--- config.mk ---
export PLATFORM = sky130hd
export DESIGN_NAME = tart_top
export DESIGN_NICKNAME = d
export VERILOG_FILES = /design/src/logic/tart_pkg.sv /design/src/logic/tart_acquire.sv /design/src/logic/tart_bus.sv /design/src/logic/tart_capture.sv /design/src/logic/tart_control.sv /design/src/logic/tart_top.sv
export VERILOG_INCLUDE_DIRS = /design/src /design/src/include
export SDC_FILE = /design/constraint.sdc
export NUM_CORES = 1
export LEC_CHECK = 0
export ABC_CLOCK_PERIOD_IN_PS = 4200
export BUFFER_PORTS_ARGS = -buffer_cell sky130_fd_sc_hd__buf_2
export CAP_MARGIN = 30
export CORE_MARGIN = 1
export CORE_UTILIZATION = 61
export CTS_CLUSTER_SIZE = 28
export DETAILED_ROUTE_END_ITERATION = 10
export GPL_ROUTABILITY_DRIVEN = 0
export HOLD_SLACK_MARGIN = 0.05
export PLACE_DENSITY = 0.8
export REMOVE_ABC_BUFFERS = 1
export SLEW_MARGIN = 15
export SYNTH_ARGS = -nofsm -noshare
export SYNTH_HDL_FRONTEND = slang
export SYNTH_SLANG_ARGS = --single-unit
--- constraint.sdc ---
create_clock -name b_clk -period 4.2 [get_ports b_clk]
set_clock_uncertainty 0.05 [all_clocks]
set_input_delay 0 -clock b_clk [delete_from_list [all_inputs] [get_ports b_clk]]
set_output_delay 0 -clock b_clk [all_outputs]
set_load 0.01 [all_outputs]
--- src/include/tart_defines.svh ---
`ifndef TART_DEFINES_SVH
`define TART_DEFINES_SVH

// --------------------
// Widths
// --------------------
`define TART_DATA_BITS    8   // Register bus data
`define TART_ADR_BITS     7   // Register bus address
`define TART_ANT_BITS     8   // Antenna word, same as bus data
`define TART_DELAY_BITS   3   // Sample delay, taps 0..7
`define TART_COUNT_BITS   16  // Sample counter and checksum

// --------------------
// Address groups
// --------------------
`define TART_ACQ_GROUP    0   // adr[6:4]
`define TART_CTL_GROUP    15  // adr[6:3]

// Control group registers
`define TART_REG_STATUS   0
`define TART_REG_RESET    1
`define TART_REG_SCRATCH  2

// Acquire group registers
`define TART_REG_CTRL     0   // enable, debug, delay
`define TART_REG_COUNT_LO 1
`define TART_REG_COUNT_HI 2
`define TART_REG_SUM_LO   3
`define TART_REG_SUM_HI   4

`define TART_RESET_CYCLES 4   // Soft-reset pulse length

`endif

--- src/logic/tart_pkg.sv ---
package tart_pkg;

`include "tart_defines.svh"

   // One bus address, two decodes
   // Acquire block splits it 3/4, control block 4/3
   typedef union packed {
      // Acquire view
      struct packed {
         logic [2:0]                group; // adr[6:4]
         logic [`TART_ADR_BITS-4:0] index; // adr[3:0], up to 16 regs
      } acq;

      // Control view, lives at the top of the map
      struct packed {
         logic [3:0]                group; // adr[6:3]
         logic [`TART_ADR_BITS-5:0] index; // adr[2:0], up to 8 regs
      } ctl;
   } bus_adr_t;

endpackage

--- src/logic/tart_acquire.sv ---
`timescale 1ns/100ps

`include "tart_defines.svh"

// Acquisition settings and capture read-back
module tart_acquire (
   input  logic                        b_clk,
   input  logic                        aq_reset_i,  // Host reset or soft reset

   // Register port
   input  logic                        stb_i,
   input  logic                        we_i,
   input  tart_pkg::bus_adr_t          adr_i,
   input  logic [`TART_DATA_BITS-1:0]  dat_i,
   output logic [`TART_DATA_BITS-1:0]  dat_o,
   output logic                        ack_o,

   // Settings to capture
   output logic                        aq_enable_o,
   output logic                        aq_debug_o,
   output logic [`TART_DELAY_BITS-1:0] aq_delay_o,

   // Results from capture
   input  logic [`TART_COUNT_BITS-1:0] sample_count_i,
   input  logic [`TART_COUNT_BITS-1:0] checksum_i
);

   localparam int IBITS = `TART_ADR_BITS - 3;   // Acquire view index
   localparam int CTRLZ = `TART_DATA_BITS - 2 - `TART_DELAY_BITS;

   logic                       req;
   logic                       wr;
   logic [IBITS-1:0]           idx;
   logic [`TART_DATA_BITS-1:0] rd_dat;

   assign req = stb_i & ~ack_o;
   assign wr  = req & we_i;
   assign idx = adr_i.acq.index;

   always_ff @(posedge b_clk) begin
      if (aq_reset_i) begin
         ack_o <= 1'b0;
      end else begin
         ack_o <= req;          // Also acks writes to read-only regs
      end
   end

   // --------------------
   // CTRL register
   // --------------------
   // Same bit layout as the low bits of STATUS
   always_ff @(posedge b_clk) begin
      if (aq_reset_i) begin
         aq_enable_o <= 1'b0;
         aq_debug_o  <= 1'b0;
         aq_delay_o  <= '0;
      end else if (wr && idx == IBITS'(`TART_REG_CTRL)) begin
         aq_enable_o <= dat_i[0];
         aq_debug_o  <= dat_i[1];
         aq_delay_o  <= dat_i[`TART_DELAY_BITS+1:2];
      end
   end

   // --------------------
   // Read back
   // --------------------
   always_comb begin
      case (idx)
         IBITS'(`TART_REG_CTRL):     rd_dat = {{CTRLZ{1'b0}}, aq_delay_o,
                                               aq_debug_o, aq_enable_o};
         IBITS'(`TART_REG_COUNT_LO): rd_dat = sample_count_i[`TART_DATA_BITS-1:0];
         IBITS'(`TART_REG_COUNT_HI): rd_dat = sample_count_i[`TART_COUNT_BITS-1:
                                                             `TART_DATA_BITS];
         IBITS'(`TART_REG_SUM_LO):   rd_dat = checksum_i[`TART_DATA_BITS-1:0];
         IBITS'(`TART_REG_SUM_HI):   rd_dat = checksum_i[`TART_COUNT_BITS-1:
                                                         `TART_DATA_BITS];
         default:                    rd_dat = '0;
      endcase
   end

   always_ff @(posedge b_clk) begin
      if (req) begin
         dat_o <= rd_dat;       // Held through the ack cycle
      end
   end

endmodule

--- src/logic/tart_bus.sv ---
`timescale 1ns/100ps

`include "tart_defines.svh"

// Register bus decoder between the host port and the two register blocks
module tart_bus (
   input  logic                       b_clk,
   input  logic                       reset_i,

   // Host side, Wishbone classic
   input  logic                       cyc_i,
   input  logic                       stb_i,
   input  tart_pkg::bus_adr_t         adr_i,
   output logic [`TART_DATA_BITS-1:0] dat_o,
   output logic                       ack_o,

   // Device side
   output logic                       ctl_stb_o,
   output logic                       acq_stb_o,
   input  logic                       ctl_ack_i,
   input  logic                       acq_ack_i,
   input  logic [`TART_DATA_BITS-1:0] ctl_dat_i,
   input  logic [`TART_DATA_BITS-1:0] acq_dat_i
);

   logic req;      // Live request from the master
   logic ctl_hit;
   logic acq_hit;
   logic nul_stb;  // Request to nowhere
   logic ctl_sel;  // Held until ack
   logic acq_sel;
   logic nul_ack;

   // --------------------
   // Decode
   // --------------------
   assign req     = cyc_i & stb_i;
   assign ctl_hit = adr_i.ctl.group == 4'(`TART_CTL_GROUP);
   assign acq_hit = adr_i.acq.group == 3'(`TART_ACQ_GROUP);

   assign ctl_stb_o = req & ctl_hit;
   assign acq_stb_o = req & acq_hit;
   assign nul_stb   = req & ~ctl_hit & ~acq_hit;

   // --------------------
   // Select hold
   // --------------------
   // Set by the strobe, cleared by the device ack or by cyc going away
   always_ff @(posedge b_clk) begin
      if (reset_i || !cyc_i) begin
         ctl_sel <= 1'b0;
         acq_sel <= 1'b0;
      end else begin
         ctl_sel <= ctl_ack_i ? 1'b0 : ctl_sel | ctl_stb_o;
         acq_sel <= acq_ack_i ? 1'b0 : acq_sel | acq_stb_o;
      end
   end

   // Fallback ack so an unmapped access cannot hang the bus
   always_ff @(posedge b_clk) begin
      if (reset_i) begin
         nul_ack <= 1'b0;
      end else begin
         nul_ack <= nul_stb & ~nul_ack; // One cycle only, stb is still up
      end
   end

   // --------------------
   // Return path
   // --------------------
   // Stray acks from a dropped cycle are ignored
   assign ack_o = (ctl_sel & ctl_ack_i) | (acq_sel & acq_ack_i) | nul_ack;

   always_comb begin
      if (ctl_sel) begin
         dat_o = ctl_dat_i;
      end else if (acq_sel) begin
         dat_o = acq_dat_i;
      end else begin
         dat_o = '0;            // Unmapped reads as zero
      end
   end

endmodule

--- src/logic/tart_capture.sv ---
`timescale 1ns/100ps

`include "tart_defines.svh"

// Antenna sampling with a selectable delay, sample counter and checksum
module tart_capture (
   input  logic                        b_clk,
   input  logic                        aq_reset_i,

   input  logic                        enable_i,
   input  logic                        debug_i,    // Count replaces antenna
   input  logic [`TART_DELAY_BITS-1:0] delay_i,
   input  logic [`TART_ANT_BITS-1:0]   antenna_i,

   output logic [`TART_COUNT_BITS-1:0] sample_count_o,
   output logic [`TART_COUNT_BITS-1:0] checksum_o
);

   localparam int TAPS = 1 << `TART_DELAY_BITS;  // Eight taps, 0 is undelayed
   localparam int XBITS = `TART_COUNT_BITS - `TART_ANT_BITS;

   logic                                en_q;    // Enable edge detect
   logic                                start;
   logic                                step;
   logic [`TART_ANT_BITS-1:0]           src;
   logic [TAPS-2:0][`TART_ANT_BITS-1:0] line_q;  // Older samples
   logic [TAPS-1:0][`TART_ANT_BITS-1:0] taps;
   logic [`TART_ANT_BITS-1:0]           tap;

   assign start = enable_i & ~en_q;   // First enabled cycle only clears
   assign step  = enable_i & en_q;

   // Debug source is the low byte of the count
   assign src = debug_i ? sample_count_o[`TART_ANT_BITS-1:0] : antenna_i;

   // taps[d] is the sample from d enabled cycles back
   assign taps = {line_q, src};
   assign tap  = taps[delay_i];

   always_ff @(posedge b_clk) begin
      if (aq_reset_i) begin
         en_q <= 1'b0;
      end else begin
         en_q <= enable_i;
      end
   end

   // --------------------
   // Delay line
   // --------------------
   // Cleared on start, so early taps read zero
   always_ff @(posedge b_clk) begin
      if (start) begin
         line_q <= '0;
      end else if (step) begin
         line_q <= taps[TAPS-2:0];  // Shift by one
      end
   end

   // --------------------
   // Count and checksum
   // --------------------
   always_ff @(posedge b_clk) begin
      if (aq_reset_i || start) begin
         sample_count_o <= '0;
         checksum_o     <= '0;
      end else if (step) begin
         sample_count_o <= sample_count_o + 1'b1;
         checksum_o     <= checksum_o + {{XBITS{1'b0}}, tap}; // Wraps at 2^16
      end
   end

endmodule

--- src/logic/tart_control.sv ---
`timescale 1ns/100ps

`include "tart_defines.svh"

// Status, scratch and soft-reset registers
module tart_control (
   input  logic                       b_clk,
   input  logic                       reset_i,

   // Register port
   input  logic                       stb_i,
   input  logic                       we_i,
   input  tart_pkg::bus_adr_t         adr_i,
   input  logic [`TART_DATA_BITS-1:0] dat_i,
   output logic [`TART_DATA_BITS-1:0] dat_o,
   output logic                       ack_o,

   input  logic [`TART_DATA_BITS-1:0] status_i,     // Assembled at top level
   output logic                       soft_reset_o  // To acquisition side
);

   localparam int IBITS = `TART_ADR_BITS - 4;                 // Control view index
   localparam int RBITS = $clog2(`TART_RESET_CYCLES + 1);

   logic                       req;        // New access, ack not yet given
   logic                       wr;
   logic [IBITS-1:0]           idx;
   logic [`TART_DATA_BITS-1:0] scratch_q;
   logic [`TART_DATA_BITS-1:0] rd_dat;
   logic                       reset_req;  // Set in the ack cycle of a reset write
   logic [RBITS-1:0]           reset_cnt;

   assign req = stb_i & ~ack_o;
   assign wr  = req & we_i;
   assign idx = adr_i.ctl.index;

   // Single-cycle ack, one clock after the strobe
   always_ff @(posedge b_clk) begin
      if (reset_i) begin
         ack_o <= 1'b0;
      end else begin
         ack_o <= req;
      end
   end

   always_ff @(posedge b_clk) begin
      if (wr && idx == IBITS'(`TART_REG_SCRATCH)) begin
         scratch_q <= dat_i;
      end
   end

   // --------------------
   // Soft reset
   // --------------------
   // Pulse starts the cycle after the ack, runs for the full count
   always_ff @(posedge b_clk) begin
      if (reset_i) begin
         reset_req <= 1'b0;
         reset_cnt <= '0;
      end else begin
         reset_req <= wr && idx == IBITS'(`TART_REG_RESET) && dat_i[0];
         if (reset_req) begin
            reset_cnt <= RBITS'(`TART_RESET_CYCLES);
         end else if (reset_cnt != '0) begin
            reset_cnt <= reset_cnt - 1'b1;              // Count down to idle
         end
      end
   end

   assign soft_reset_o = reset_cnt != '0;

   // --------------------
   // Read back
   // --------------------
   always_comb begin
      case (idx)
         IBITS'(`TART_REG_STATUS):  rd_dat = status_i;
         IBITS'(`TART_REG_RESET):   rd_dat = {{(`TART_DATA_BITS-1){1'b0}},
                                              soft_reset_o | reset_req}; // Busy flag
         IBITS'(`TART_REG_SCRATCH): rd_dat = scratch_q;
         default:                   rd_dat = '0;
      endcase
   end

   // Captured with the request, valid in the ack cycle
   always_ff @(posedge b_clk) begin
      if (req) begin
         dat_o <= rd_dat;
      end
   end

endmodule

--- src/logic/tart_top.sv ---
`timescale 1ns/100ps

`include "tart_defines.svh"

// Register bus of the acquisition front end
module tart_top (
   input  logic                       b_clk,
   input  logic                       reset_i,

   // Host Wishbone port
   input  logic                       wb_cyc_i,
   input  logic                       wb_stb_i,
   input  logic                       wb_we_i,
   input  logic [`TART_ADR_BITS-1:0]  wb_adr_i,
   input  logic [`TART_DATA_BITS-1:0] wb_dat_i,
   output logic [`TART_DATA_BITS-1:0] wb_dat_o,
   output logic                       wb_ack_o,

   input  logic [`TART_ANT_BITS-1:0]  antenna_i
);

   localparam int STATZ = `TART_DATA_BITS - 3 - `TART_DELAY_BITS;

   tart_pkg::bus_adr_t          bus_adr;

   // Device strobes and returns
   logic                        ctl_stb;
   logic                        acq_stb;
   logic                        ctl_ack;
   logic                        acq_ack;
   logic [`TART_DATA_BITS-1:0]  ctl_dat;
   logic [`TART_DATA_BITS-1:0]  acq_dat;

   // Acquisition side
   logic                        soft_reset;
   logic                        aq_reset;
   logic                        aq_enable;
   logic                        aq_debug;
   logic [`TART_DELAY_BITS-1:0] aq_delay;
   logic [`TART_COUNT_BITS-1:0] sample_count;
   logic [`TART_COUNT_BITS-1:0] checksum;
   logic [`TART_DATA_BITS-1:0]  status;

   assign bus_adr  = wb_adr_i;
   assign aq_reset = reset_i | soft_reset;  // Host reset or pulse from control

   // Status byte, zeros above the reset flag
   assign status = {{STATZ{1'b0}}, soft_reset, aq_delay, aq_debug, aq_enable};

   // --------------------
   // Bus and registers
   // --------------------
   tart_bus TART_BUS0 (
      .b_clk     (b_clk),
      .reset_i   (reset_i),
      .cyc_i     (wb_cyc_i),
      .stb_i     (wb_stb_i),
      .adr_i     (bus_adr),
      .dat_o     (wb_dat_o),
      .ack_o     (wb_ack_o),
      .ctl_stb_o (ctl_stb),
      .acq_stb_o (acq_stb),
      .ctl_ack_i (ctl_ack),
      .acq_ack_i (acq_ack),
      .ctl_dat_i (ctl_dat),
      .acq_dat_i (acq_dat)
   );

   tart_control TART_CONTROL0 (
      .b_clk        (b_clk),
      .reset_i      (reset_i),
      .stb_i        (ctl_stb),
      .we_i         (wb_we_i),
      .adr_i        (bus_adr),
      .dat_i        (wb_dat_i),
      .dat_o        (ctl_dat),
      .ack_o        (ctl_ack),
      .status_i     (status),
      .soft_reset_o (soft_reset)
   );

   tart_acquire TART_ACQUIRE0 (
      .b_clk          (b_clk),
      .aq_reset_i     (aq_reset),
      .stb_i          (acq_stb),
      .we_i           (wb_we_i),
      .adr_i          (bus_adr),
      .dat_i          (wb_dat_i),
      .dat_o          (acq_dat),
      .ack_o          (acq_ack),
      .aq_enable_o    (aq_enable),
      .aq_debug_o     (aq_debug),
      .aq_delay_o     (aq_delay),
      .sample_count_i (sample_count),
      .checksum_i     (checksum)
   );

   // --------------------
   // Capture
   // --------------------
   tart_capture TART_CAPTURE0 (
      .b_clk          (b_clk),
      .aq_reset_i     (aq_reset),
      .enable_i       (aq_enable),
      .debug_i        (aq_debug),
      .delay_i        (aq_delay),
      .antenna_i      (antenna_i),
      .sample_count_o (sample_count),
      .checksum_o     (checksum)
   );

endmodule

* After elaboration in Yosys (flattened, before gate mapping)
Index checks and enable logic that the tools add are counted.
Word-level totals: bits of input ports 28, output and inout bits 9, bits in registers 127, logic and storage cells 85
Cells by class: multiplexer cells 9, reduce and logical (&&, ||, !) cells 15, bitwise logic cells 26, equal/unequal tests 7, order comparisons 1, $add $sub $neg 3
Operators with widths (count):
- 8-bit one-hot mux with 5 select lines | 1
- 8-bit two-way mux | 4
- 8-bit binary-select mux with 3-bit select | 1
- 8-bit one-hot mux with 3 select lines | 1
- 16-bit by 1-bit adder with 16-bit output, second input constant | 1
- 16-bit by 8-bit adder with 16-bit output | 1
- 1-bit AND | 14
- 4-bit by 2-bit == test with 1-bit output, second input constant | 2
- 3-bit logical NOT | 2
- 3-bit two-way mux | 2
- 1-bit NOT | 6
- 1-bit OR | 6
- 2-bit OR reduction | 3
- 4-bit by 1-bit == test with 1-bit output, second input constant | 1
- 4-bit by 3-bit == test with 1-bit output, second input constant | 1
- 4-bit == test, second input constant | 1
- 1-bit logical AND | 4
- 4-bit logical NOT | 1
- 3-bit by 4-bit < comparator with 1-bit output, second input constant | 1
- 3-bit by 1-bit == test with 1-bit output, second input constant | 1
- 3-bit by 2-bit == test with 1-bit output, second input constant | 1
- 3-bit nonzero test | 1
- 3-bit by 1-bit subtractor with 3-bit output, second input constant | 1
- 1-bit logical OR | 2
- 2 further kinds | 2

* Logic depth before layout (Yosys ltp)
Gate-level depths: netlist of the first run.
depth in word-level cells 6, mapped depth 12, depth with buffers taken out 11

* Modules after synthesis
A second synthesis of the first run with hierarchy kept.
Unflattened totals: cell total of the unflattened synthesis 657, area, all modules 6291.0 sq um
By module, submodules not included:
- tart_capture | cells each 489, area an instance 4324.1 sq um, seq. area each 1781.7 sq um, times used 1
- tart_control | cells each 63, area an instance 887.1 sq um, seq. area each 580.6 sq um, times used 1
- tart_acquire | cells each 72, area an instance 808.3 sq um, seq. area each 360.3 sq um, times used 1
- tart_bus | cells each 31, area an instance 261.5 sq um, seq. area each 60.1 sq um, times used 1
- tart_top | cells each 2, area an instance 10.0 sq um, seq. area each 0.0 sq um, times used 1

* Worst setup path before layout of the first run
OpenSTA, ideal clock, no wires.
path kind register to register, start point register TART_ACQUIRE0.aq_delay_o[1], end point register TART_CAPTURE0.checksum_o[14], stages on the path, launching flop included 13, setup time 0.059 ns, path slack 1.222 ns, path buffers 2, data required time 4.091 ns, clock period less this slack 2.978 ns, arrival 2.869 ns, cells stage by stage dfxtp_1 buf_2 clkbuf_1 mux4_2 mux2_2 ha_1 inv_1 fa_1 nand2b_1 a211oi_1 o21ai_0 or3_1 nand2_1
On the way: cells in the longest elaborated chain, start to end 3
Ends and longest elaborated chain:
- from (decl) | line tart_acquire.sv:21 | output logic [`TART_DELAY_BITS-1:0] aq_delay_o,
- from (signal assigned) | line tart_acquire.sv:60 | aq_delay_o <= dat_i[`TART_DELAY_BITS+1:2];
- 8-bit binary-select mux with 3-bit select | line tart_capture.sv:38 | assign tap = taps[delay_i];
- 8-bit two-way mux (implied by the code) | line tart_capture.sv:38
- 16-bit by 8-bit adder with 16-bit output | line tart_capture.sv:69 | checksum_o <= checksum_o + {{XBITS{1'b0}}, tap};
- to (signal assigned) | line tart_capture.sv:69
- to (decl) | line tart_capture.sv:16 | output logic [`TART_COUNT_BITS-1:0] checksum_o
No other way between the ends. The select of a mux whose other input is x is not followed. A chain may end at the register's enable or synchronous reset.

* Final worst setup path of the first run
start point register TART_ACQUIRE0.aq_delay_o[0], end point register TART_CAPTURE0.checksum_o[13]
The elaborated chain is that of the path after synthesis.

==> impl_metrics.py, run 1 <==
metrics = {
    "detailed_routing": {
        "wl_mm": 14.84,
        "drt-initial-drc-count": 333,
        "dr.pass1.iters": 5,
        "drt-vias-per-instance": 6.272,
        "drc_errors": 0,
        "vias": 4873,
        "ant_nets": 0,
        "wire_per_inst_um": 19.10,
    },
    "die": {
        "dieWidth_um": 100.8,
        "start_util_pct": 63.82,
        "num_rows": 35,
        "dieArea_um2": 10160,
        "io_pins": 37,
        "fp.dieH_um": 100.8,
        "core_um2": 9328,
    },
    "synthesis": {
        "yosysUniqueCellTypes": 53,
        "yosysWarnings": 0,
        "synthArstFlopShare_pct": 0,
        "syn_area_per_cell_um2": 10.25,
        "netlist_area_um2": 5953,
        "synth_cells": 581,
        "ys_seq_elements": 127,
        "synth-main-ff-cell": "dfxtp_1",
        "synth_edf_count": 24,
        "ys_seq_area_share_pct": 46.74,
    },
    "cts": {
        "cts_sinks": 127,
        "clk_path_buf_depth": 2,
        "postCtsHoldBufs": 31,
        "cts-resized-gates": 0,
        "clk_pin_slew_worst_paths_ps": 60,
        "cts-root-buf": "clkbuf_8",
        "post-cts-setup-buffers": 0,
        "cts_buffers": 17,
        "clock_latency_ps": 530,
        "cts_tree": "done",
        "htreeDepth": 4,
    },
    "sta": {
        "worst_pin_slew_ps": 797.9,
        "hold_viol": 0,
        "setup_viol": 0,
        "final.setup.tns_ps": 0,
        "fin_crit_sh_pct": 86.58,
        "post-route-min-period_ps": 3636,
        "slew_viol_final": 0,
        "max_freq_mhz": 275.0,
        "setup_ws_ps": 563.6,
        "relSlewSlack_pct": 46.52,
        "rsz0062_at_grt": "false",
    },
    "finish": {
        "antenna_cells": 0,
        "layout_commonest_cell": "dfxtp_1",
        "fin_nets": 676,
        "layout_common_cells": "102 x dfxtp_1, 72 x nand2_1, 48 x o2bb2ai_1, 40 x nor2_1, 36 x buf_2",
        "layout-drive-gt1-share_pct": 16.36,
        "n_fill_cell": 603,
        "area_growth_pct": 19.34,
    },
    "power_and_ir_drop": {
        "swShare_pct": 22.65,
        "power_density_nw_per_um2": 422.8,
        "p_switching_w": 0.0006805,
        "p_total_w": 0.003004,
        "combPwrFrac_pct": 7.6,
        "internal-power_w": 0.002323,
        "ir_drop_uv": 342.0,
        "seqPwrFrac_pct": 41.8,
        "clockPowerShare_pct": 50.6,
        "p_leak_nw": 2.553,
    },
    "grt": {
        "antenna_found_initial": 0,
        "grt_pass1_vias": 4745,
        "grt_max_degree": 56,
        "grt_use_total_pct": 30.84,
        "grt_pass1_wl_mm": 23.74,
        "grt_overflow": 0,
    },
    "worst_setup_path": {
        "ff2ff_path_depth": 9,
        "cp_slowest_cell": "dfxtp_1",
        "critical_path.max_stage_delay_ps": 640,
        "cp-end-kind": "register",
        "cp_cell_sequence": "buf_4 -> mux4_2 -> mux2_2 -> ha_1 -> nand2_1 -> a21boi_0 -> a21oi_1 -> or3_1 -> a21oi_1",
        "worst-path-max-fanout": 12,
        "crit_type": "register to register",
        "cp-start-kind": "register",
        "crit_arrival_ps": 4050,
        "cp_common_cell": "a21oi_1",
        "worstPathRequired_ps": 4610,
    },
    "hold_path": {
        "min_path_type": "input pin to register",
        "holdPathStages": 3,
    },
    "placement": {
        "dp_hpwl_mm": 8.863,
        "dp_slack_ps": 701.5,
        "io_buffers": 36,
    },
    "run": {
        "cap_violations": 0,
    },
    "outcome": {
        "status": "finished clean",
    },
}
## layout make-up
| type | count | area, um2 | share of cell area (%) |
|---|---|---|---|
| multi-input combinational | 400 | 2949 | 41.51 |
| tap | 129 | 161.4 | 2.272 |
| clock buffer | 20 | 446.7 | 6.287 |
| sequential | 127 | 2784 | 39.19 |
| timing repair buffer | 74 | 543.0 | 7.644 |
| inverter | 15 | 56.30 | 0.7925 |
| clock inverter | 12 | 163.9 | 2.307 |
## Yosys cell counts (3+ instances only)
library cell,number,area share [%]
a211oi_1,5,0.63
a21o_1,3,0.38
a21oi_1,17,1.4
a22o_1,15,2.2
a22oi_1,8,1.0
and2_1,3,0.32
and3_1,4,0.42
buf_1,6,0.38
buf_2,9,0.76
clkbuf_1,23,1.5
dfxtp_1,103,35
edfxtp_1,24,12
ha_1,12,2.5
inv_1,15,0.95
mux2_1,7,1.3
mux2_2,8,1.5
mux2i_1,20,3.4
mux4_2,16,6.1
nand2_1,72,4.5
nand2b_1,5,0.53
nand3_1,6,0.50
nand4_1,7,0.74
nor2_1,40,2.5
nor2b_1,4,0.42
nor3_1,16,1.3
o211ai_1,5,0.63
o21ai_0,20,1.7
o221ai_1,5,0.74
o2bb2ai_1,48,7.1
or3_1,13,1.4
xnor2_1,9,1.3
xor2_1,8,1.2
## cells by family after synthesis
family                   after synthesis  share of synthesized area (%)
adder cells (fa/ha/maj)               13                          2.858
buffers and inverters                 54                          3.720
flip-flops                           127                          46.74
AO/OA/AOI/OAI                        135                          17.02
multiplexers                          51                          12.25
XOR/XNOR                              17                          2.501
AND/OR/NAND/NOR                      184                          14.90
## final timing paths
check | end | startpoint | slack, ps
setup / recovery | TART_CAPTURE0.checksum_o[13] | TART_ACQUIRE0.aq_delay_o[0] | 560
hold / removal | TART_CONTROL0.dat_o[3] | wb_adr_i[1] | 100
hold reg to reg | TART_CAPTURE0.line_q[52] | TART_CAPTURE0.line_q[52] | 410
setup reg to reg | TART_CAPTURE0.checksum_o[13] | TART_ACQUIRE0.aq_delay_o[0] | 560
## flip-flops by register name (all words and copies together) (netlist names), 3 cells and up
| signal | flops |
|---|---|
| TART_CAPTURE0.line_q | 56 |
| TART_CAPTURE0.checksum_o | 16 |
| TART_CAPTURE0.sample_count_o | 16 |
| TART_ACQUIRE0.dat_o | 8 |
| TART_CONTROL0.dat_o | 8 |
| TART_CONTROL0.scratch_q | 8 |
| TART_ACQUIRE0.aq_delay_o | 3 |
| TART_CONTROL0.reset_cnt | 3 |
## worst max-delay path: cells and delay by family (launching register included)
kind,cells,cell delay (ps)
flip-flops,1,640
adder cells (fa/ha/maj),1,350
buffers and inverters,1,350
AO/OA/AOI/OAI,3,800
AND/OR/NAND/NOR,2,550
multiplexers,2,820
## stage by stage
step | hold slack [ps] | area (um2) | util, % | instances
global route | 117.7 | 7104 | 76.16 | 777
detailed placement | 134.0 | 6183 | 66.29 | 714
finish | 101.8 | 7104 | 76.16 | 777
global placement | 133.4 | 6183 | 66.29 | 714
floorplan | 22.38 | 5788 | - | 542
CTS | 87.46 | 7104 | 76.16 | 777
## per-layer routing
metal	global-route usage [%]	part of all wire (%)	up-vias	wire length, um
li1	-	-	2259	-
met1	38.36	41	2317	6138
met2	50.95	49	241	7260
met3	6.519	6.4	56	953
met4	15.50	3.3	0	486
met5	0	0	-	0
## power by group through the flow
| stage | logic (W) | clock network (W) | registers, W |
|---|---|---|---|
| floorplan | 0.000120 | 0 | 0.00128 |
| global placement | 0.000181 | 0 | 0.00128 |
| detailed placement | 0.000189 | 0 | 0.00128 |
| CTS | 0.000211 | 0.00152 | 0.00125 |
| global route | 0.000246 | 0.00159 | 0.00126 |
| finish | 0.000227 | 0.00152 | 0.00126 |
(Power assumes the default switching activity.)
==> inputs of run 2 (changes only) <==
REMOVE_ABC_BUFFERS = not set   (was 1)
==> run 2 against run 1 <==
  * Clock-buffer cell count grew 5
  * Setup slack lost 93 ps
  * Design area shrank 0.16%
  * Non-clock buffer count grew 4
  * Utilization shrank 0.12 points
  * Hold slack lost 33 ps
  * Sequential power is essentially flat
  * Critical path depth grew 1
==> impl_metrics.py, run 2 (same netlist as run 1, synthesis figures left out) <==
metrics = {
    "sta": {
        "hold_ws_ps": 68.90,
        "slew_viol_final": 0,
        "setup_viol": 0,
        "post-route-min-period_ps": 3729,
        "max_freq_mhz": 268.2,
        "hold_viol": 0,
        "worst_pin_slew_ps": 789.0,
        "rsz0062_at_grt": "false",
        "fin_crit_sh_pct": 88.78,
        "relSlewSlack_pct": 47.33,
        "final.setup.tns_ps": 0,
    },
    "synthesis": {
        "syn-num-nets": 622,
    },
    "worst_setup_path": {
        "crit_type": "register to register",
        "cp_common_cell": "a21oi_1",
        "worstPathRequired_ps": 4610,
        "cp_cell_sequence": "mux2_1 -> mux4_2 -> mux2i_1 -> inv_1 -> ha_1 -> a211oi_1 -> o211ai_1 -> a21oi_1 -> o21ai_0 -> a21oi_1",
        "regToRegStartpoint": "TART_ACQUIRE0.aq_debug_o",
        "r2r_slack_ps": 470,
        "r2r_end": "TART_CAPTURE0.checksum_o[13]",
        "crit_arrival_ps": 4140,
        "cp-end-kind": "register",
        "critPathLaunch": "TART_ACQUIRE0.aq_debug_o",
        "cp.depth": 10,
        "cp_top_family": "compound AO/OA/AOI/OAI gates",
        "cp-start-kind": "register",
        "cp_slowest_cell": "dfxtp_1",
        "worst-path-max-fanout": 11,
        "critical_path.max_stage_delay_ps": 660,
        "ff2ff_path_depth": 10,
        "cp_num_buf_inv": 1,
        "endpoint": "TART_CAPTURE0.checksum_o[13]",
    },
    "cts": {
        "cts-root-buf": "clkbuf_8",
        "clock_latency_ps": 520,
        "cts-resized-gates": 0,
        "post-cts-setup-buffers": 0,
        "htreeDepth": 4,
        "cts_buffers": 17,
        "cts_tree": "done",
        "clk_pin_slew_worst_paths_ps": 50,
        "cts_sinks": 127,
        "clk_path_buf_depth": 2,
    },
    "grt": {
        "grt_max_degree": 56,
        "grt_overflow": 0,
        "grt_use_total_pct": 29.99,
        "grt_pass1_wl_mm": 23.09,
        "antenna_found_initial": 0,
        "grt_pass1_vias": 4718,
    },
    "detailed_routing": {
        "vias": 4805,
        "dr.pass1.iters": 6,
        "wire_per_inst_um": 18.31,
        "drc_errors": 0,
        "drt-initial-drc-count": 287,
        "ant_nets": 0,
        "drt-vias-per-instance": 6.168,
        "route.met3.wl_um": 664,
        "met2_length_mm": 7.180,
        "wl_mm": 14.27,
        "topRoutingLayerUsed": "met4",
        "wl_met1_mm": 5.868,
    },
    "power_and_ir_drop": {
        "power_density_nw_per_um2": 404.8,
        "ir_drop_uv": 303.9,
        "p_leak_nw": 2.562,
    },
    "placement": {
        "dp.cells": 717,
        "dp_hpwl_mm": 9.211,
        "io_buffers": 36,
    },
    "finish": {
        "layout_commonest_cell": "dfxtp_1",
        "n_fill_cell": 623,
        "fin_util_pct": 76.04,
        "largestRegisters": "TART_CAPTURE0.line_q x56, TART_CAPTURE0.checksum_o x16, TART_CAPTURE0.sample_count_o x16",
        "antenna_cells": 0,
        "fin_nets": 680,
        "layout_common_cells": "102 x dfxtp_1, 72 x nand2_1, 48 x o2bb2ai_1, 40 x nor2_1, 36 x buf_2",
        "largest_reg_flops": 56,
        "finalNonFillerCells": 779,
        "regMostFlops": "TART_CAPTURE0.line_q",
        "layout-drive-gt1-share_pct": 16.46,
        "area_growth_pct": 19.15,
    },
    "die": {
        "num_rows": 35,
        "core_um2": 9328,
        "dieArea_um2": 10160,
        "dieWidth_um": 100.8,
        "fp.dieH_um": 100.8,
        "io_pins": 37,
        "start_util_pct": 63.82,
    },
    "outcome": {
        "status": "finished clean",
    },
    "hold_path": {
        "holdPathStages": 3,
        "min_path_type": "input pin to register",
    },
    "run": {
        "cap_violations": 0,
    },
}
## run 2: cell types whose count changed in the layout (fill, tap and decap cells not counted), sizes merged
cell | previous run | this run
dlygate4sd3 | 31 | 32
clkbuf | 20 | 25
clkinv | 6 | 4
bufinv | 4 | 1
buf | 43 | 46
clkinvlp | 2 | 0
## run 2: final cells by class
class	count	area [um2]	area share, %
clock buffer	25	516.7	7.285
clock inverter	5	50.05	0.7056
inverter	15	56.30	0.7938
multi-input combinational	400	2949	41.58
sequential	127	2784	39.25
tap	129	161.4	2.276
timing repair buffer	78	575.6	8.114
## run 2: worst min-delay path: cells and delay by family
family	cells	cell delay, ps
buffers and inverters	1	240
AOI/OAI and AO/OA	1	180
and+or+nand+nor	1	50
## run 2: metrics by stage
stage	instance area [um2]	setup slack (ps)	power (W)
global route	7093	280.8	0.002963
CTS	7093	482.6	0.002872
global placement	6206	761.4	0.001465
floorplan	5953	1222	0.001415
detailed placement	6206	566.4	0.001474
finish	7093	471.1	0.002871
## run 2: report_power, final
part           total (W)  switching [W]  internal [W]
Combinational   0.000216       0.000134     0.0000818
Sequential       0.00126     0.00000594       0.00125
Clock            0.00140       0.000507      0.000892
## run 2: layer usage
metal / track usage, % / vias up
li1: - / 2265
met1: 34.69 / 2330
met2: 51.69 / 167
met3: 6.657 / 43
met4: 16.50 / 0
met5: 0 / -
## run 2: what timing repair did
item	4_1_cts	5_1_grt
endpoints found under the setup margin	0	0
hold buffers	32	0
endpoints found under the hold margin	51	0
## run 2: worst min path at each step
stage / to / start / slack [ps]
finish: TART_CONTROL0.dat_o[5] / wb_adr_i[1] / 70
CTS: TART_CONTROL0.dat_o[5] / wb_adr_i[1] / 60
floorplan: TART_CONTROL0.ack_o / reset_i / 20
detailed placement: TART_CONTROL0.scratch_q[5] / wb_dat_i[5] / 130
global placement: TART_CONTROL0.scratch_q[7] / wb_dat_i[7] / 130
global route: TART_CONTROL0.dat_o[5] / wb_adr_i[1] / 80
==> inputs of run 3 (changes only) <==
CORE_UTILIZATION = 45   (was 61)
MAX_ROUTING_LAYER = met4   (was not set)
PLACE_DENSITY = not set   (was 0.8)
SKIP_CTS_REPAIR_TIMING = 1   (was not set)
==> run 3 against run 2 <==
  * Fmax increased by 4.3%
  * Critical path depth unchanged
  * Routed wire length increased by 4.9%
  * Total power increased by 2.6%
  * Setup slack improved by 150 ps
  * Register-to-register slack improved by 150 ps
  * Via count decreased by 0.65%
  * Utilization decreased by 20 points
  * Clock power increased by 5%
  * Highest routed layer unchanged
==> impl_metrics.py, run 3 (same netlist as run 1, synthesis figures left out) <==
metrics = {
    "outcome": {
        "status": "finished clean",
    },
    "power_and_ir_drop": {
        "combPwrFrac_pct": 7.4,
        "p_switching_w": 0.0006576,
        "p_leak_nw": 2.554,
        "internal-power_w": 0.002288,
        "clockPowerShare_pct": 49.9,
        "swShare_pct": 22.32,
        "power_density_nw_per_um2": 412.4,
        "seqPwrFrac_pct": 42.6,
        "ir_drop_uv": 287.8,
    },
    "finish": {
        "n_fill_cell": 1088,
        "largest_reg_flops": 56,
        "layout_commonest_cell": "dfxtp_1",
        "layout-drive-gt1-share_pct": 16.54,
        "fin_nets": 676,
        "largestRegisters": "TART_CAPTURE0.line_q x56, TART_CAPTURE0.checksum_o x16, TART_CAPTURE0.sample_count_o x16",
        "area_growth_pct": 19.99,
        "regArea_um2": 2784,
        "antenna_cells": 0,
        "regMostFlops": "TART_CAPTURE0.line_q",
        "multi_input_area_um2": 2949,
        "layout_common_cells": "102 x dfxtp_1, 72 x nand2_1, 48 x o2bb2ai_1, 40 x nor2_1, 36 x buf_2",
    },
    "worst_setup_path": {
        "cp_slowest_cell": "dfxtp_1",
        "crit_type": "register to register",
        "worstPathRequired_ps": 4490,
        "critical_path.max_stage_delay_ps": 640,
        "cp_num_buf_inv": 1,
        "cp-end-kind": "register",
        "cp-start-kind": "register",
        "crit_arrival_ps": 3870,
        "cp_top_family": "compound AO/OA/AOI/OAI gates",
        "cp_cell_sequence": "mux2_1 -> mux4_2 -> mux2i_1 -> inv_1 -> ha_1 -> a211oi_1 -> o211ai_1 -> a21oi_1 -> o21ai_0 -> a21oi_1",
        "worst-path-max-fanout": 11,
        "cp_common_cell": "a21oi_1",
    },
    "sta": {
        "setup_viol": 0,
        "setup_ws_ps": 623.6,
        "fin_crit_sh_pct": 85.15,
        "final.setup.tns_ps": 0,
        "relSlewSlack_pct": 45.83,
        "rsz0062_at_grt": "false",
        "max_freq_mhz": 279.6,
        "hold_viol": 0,
        "worst_pin_slew_ps": 808.2,
        "slew_viol_final": 0,
        "post-route-min-period_ps": 3576,
    },
    "grt": {
        "grt_pass1_wl_mm": 23.09,
        "grt_pass1_vias": 4307,
        "grt_use_total_pct": 23.42,
        "grt_max_degree": 55,
        "antenna_found_initial": 0,
        "grt_overflow": 0,
    },
    "die": {
        "io_pins": 37,
        "num_rows": 41,
        "core_um2": 12770,
        "dieArea_um2": 13690,
        "dieWidth_um": 117.0,
        "fp.dieH_um": 117.0,
        "start_util_pct": 46.61,
    },
    "cts": {
        "clock_latency_ps": 420,
        "cts_tree": "done",
        "cts_buffers": 17,
        "clk_path_buf_depth": 2,
        "htreeDepth": 4,
        "cts_sinks": 127,
        "clk_pin_slew_worst_paths_ps": 60,
        "cts-root-buf": "clkbuf_16",
    },
    "placement": {
        "dp_hpwl_mm": 10.01,
        "dp_slack_ps": 705.1,
        "io_buffers": 36,
    },
    "detailed_routing": {
        "drt-initial-drc-count": 277,
        "wire_per_inst_um": 18.26,
        "ant_nets": 0,
        "wl_mm": 14.96,
        "vias": 4774,
        "dr.pass1.iters": 7,
        "drt-vias-per-instance": 5.829,
        "drc_errors": 0,
    },
    "run": {
        "cap_violations": 0,
    },
    "hold_path": {
        "min_path_type": "input pin to register",
    },
    "synthesis": {
        "syn-num-nets": 622,
    },
}
==> run 3: cell types whose count changed in the layout (fill, tap and decap cells not counted) <==
cell / before / now
clkinv_2: 4 / 1
clkinvlp_4: 0 / 1
buf_4: 10 / 9
dlygate4sd3_1: 32 / 29
clkbuf_8: 4 / 7
==> run 3: metal layers <==
metal | share of wire (%) | wire length (um) | track usage, % | up-vias
met4 | 2.4 | 359 | 8.608 | 0
met3 | 4.4 | 661 | 4.634 | 29
met1 | 47 | 7000 | 32.31 | 2338
met5 | 0 | 0 | - | -
met2 | 46 | 6937 | 34.08 | 150
li1 | - | - | - | 2257
==> run 3: layout make-up <==
class,instances,area share (%)
clock buffer,28,7.812
clock inverter,3,0.5956
inverter,15,0.7882
multi-input combinational,400,41.29
sequential,127,38.97
tap,172,3.013
timing repair buffer,74,7.532
==> run 3: metrics by stage <==
step	cell area [um2]	hold slack [ps]	util (%)	total power [W]	instances
detailed placement	6252	132.8	48.95	0.001479	759
finish	7143	87.23	55.92	0.002946	819
CTS	6853	-297.8	53.65	0.002939	790
global route	7143	108.5	55.92	0.003036	819
floorplan	5953	22.38	-	0.001415	581
global placement	6252	128.8	48.95	0.001471	759
==> run 3: path summary, 6_finish.rpt <==
path                                  from                           end  slack [ps]  cells after the start
hold / removal                 wb_adr_i[5]       TART_CONTROL0.reset_req          90                      4
hold reg to reg   TART_CAPTURE0.line_q[52]      TART_CAPTURE0.line_q[52]         410                      1
setup reg to reg  TART_ACQUIRE0.aq_debug_o  TART_CAPTURE0.checksum_o[11]         620                     10
setup / recovery  TART_ACQUIRE0.aq_debug_o  TART_CAPTURE0.checksum_o[11]         620                     10
==> run 3: worst min-delay path: cells and delay by family <==
kind,cells,cell delay [ps]
buffers and inverters,1,110
and+or+nand+nor,3,390
==> run 3: power by group through the flow <==
stage	combinational, W	clock (W)	sequential, W
2_1_floorplan	0.000135	0	0.00128
3_3_place_gp	0.000190	0	0.00128
3_5_place_dp	0.000197	0	0.00128
4_1_cts	0.000198	0.00149	0.00126
5_1_grt	0.000243	0.00154	0.00126
6_report	0.000219	0.00147	0.00126
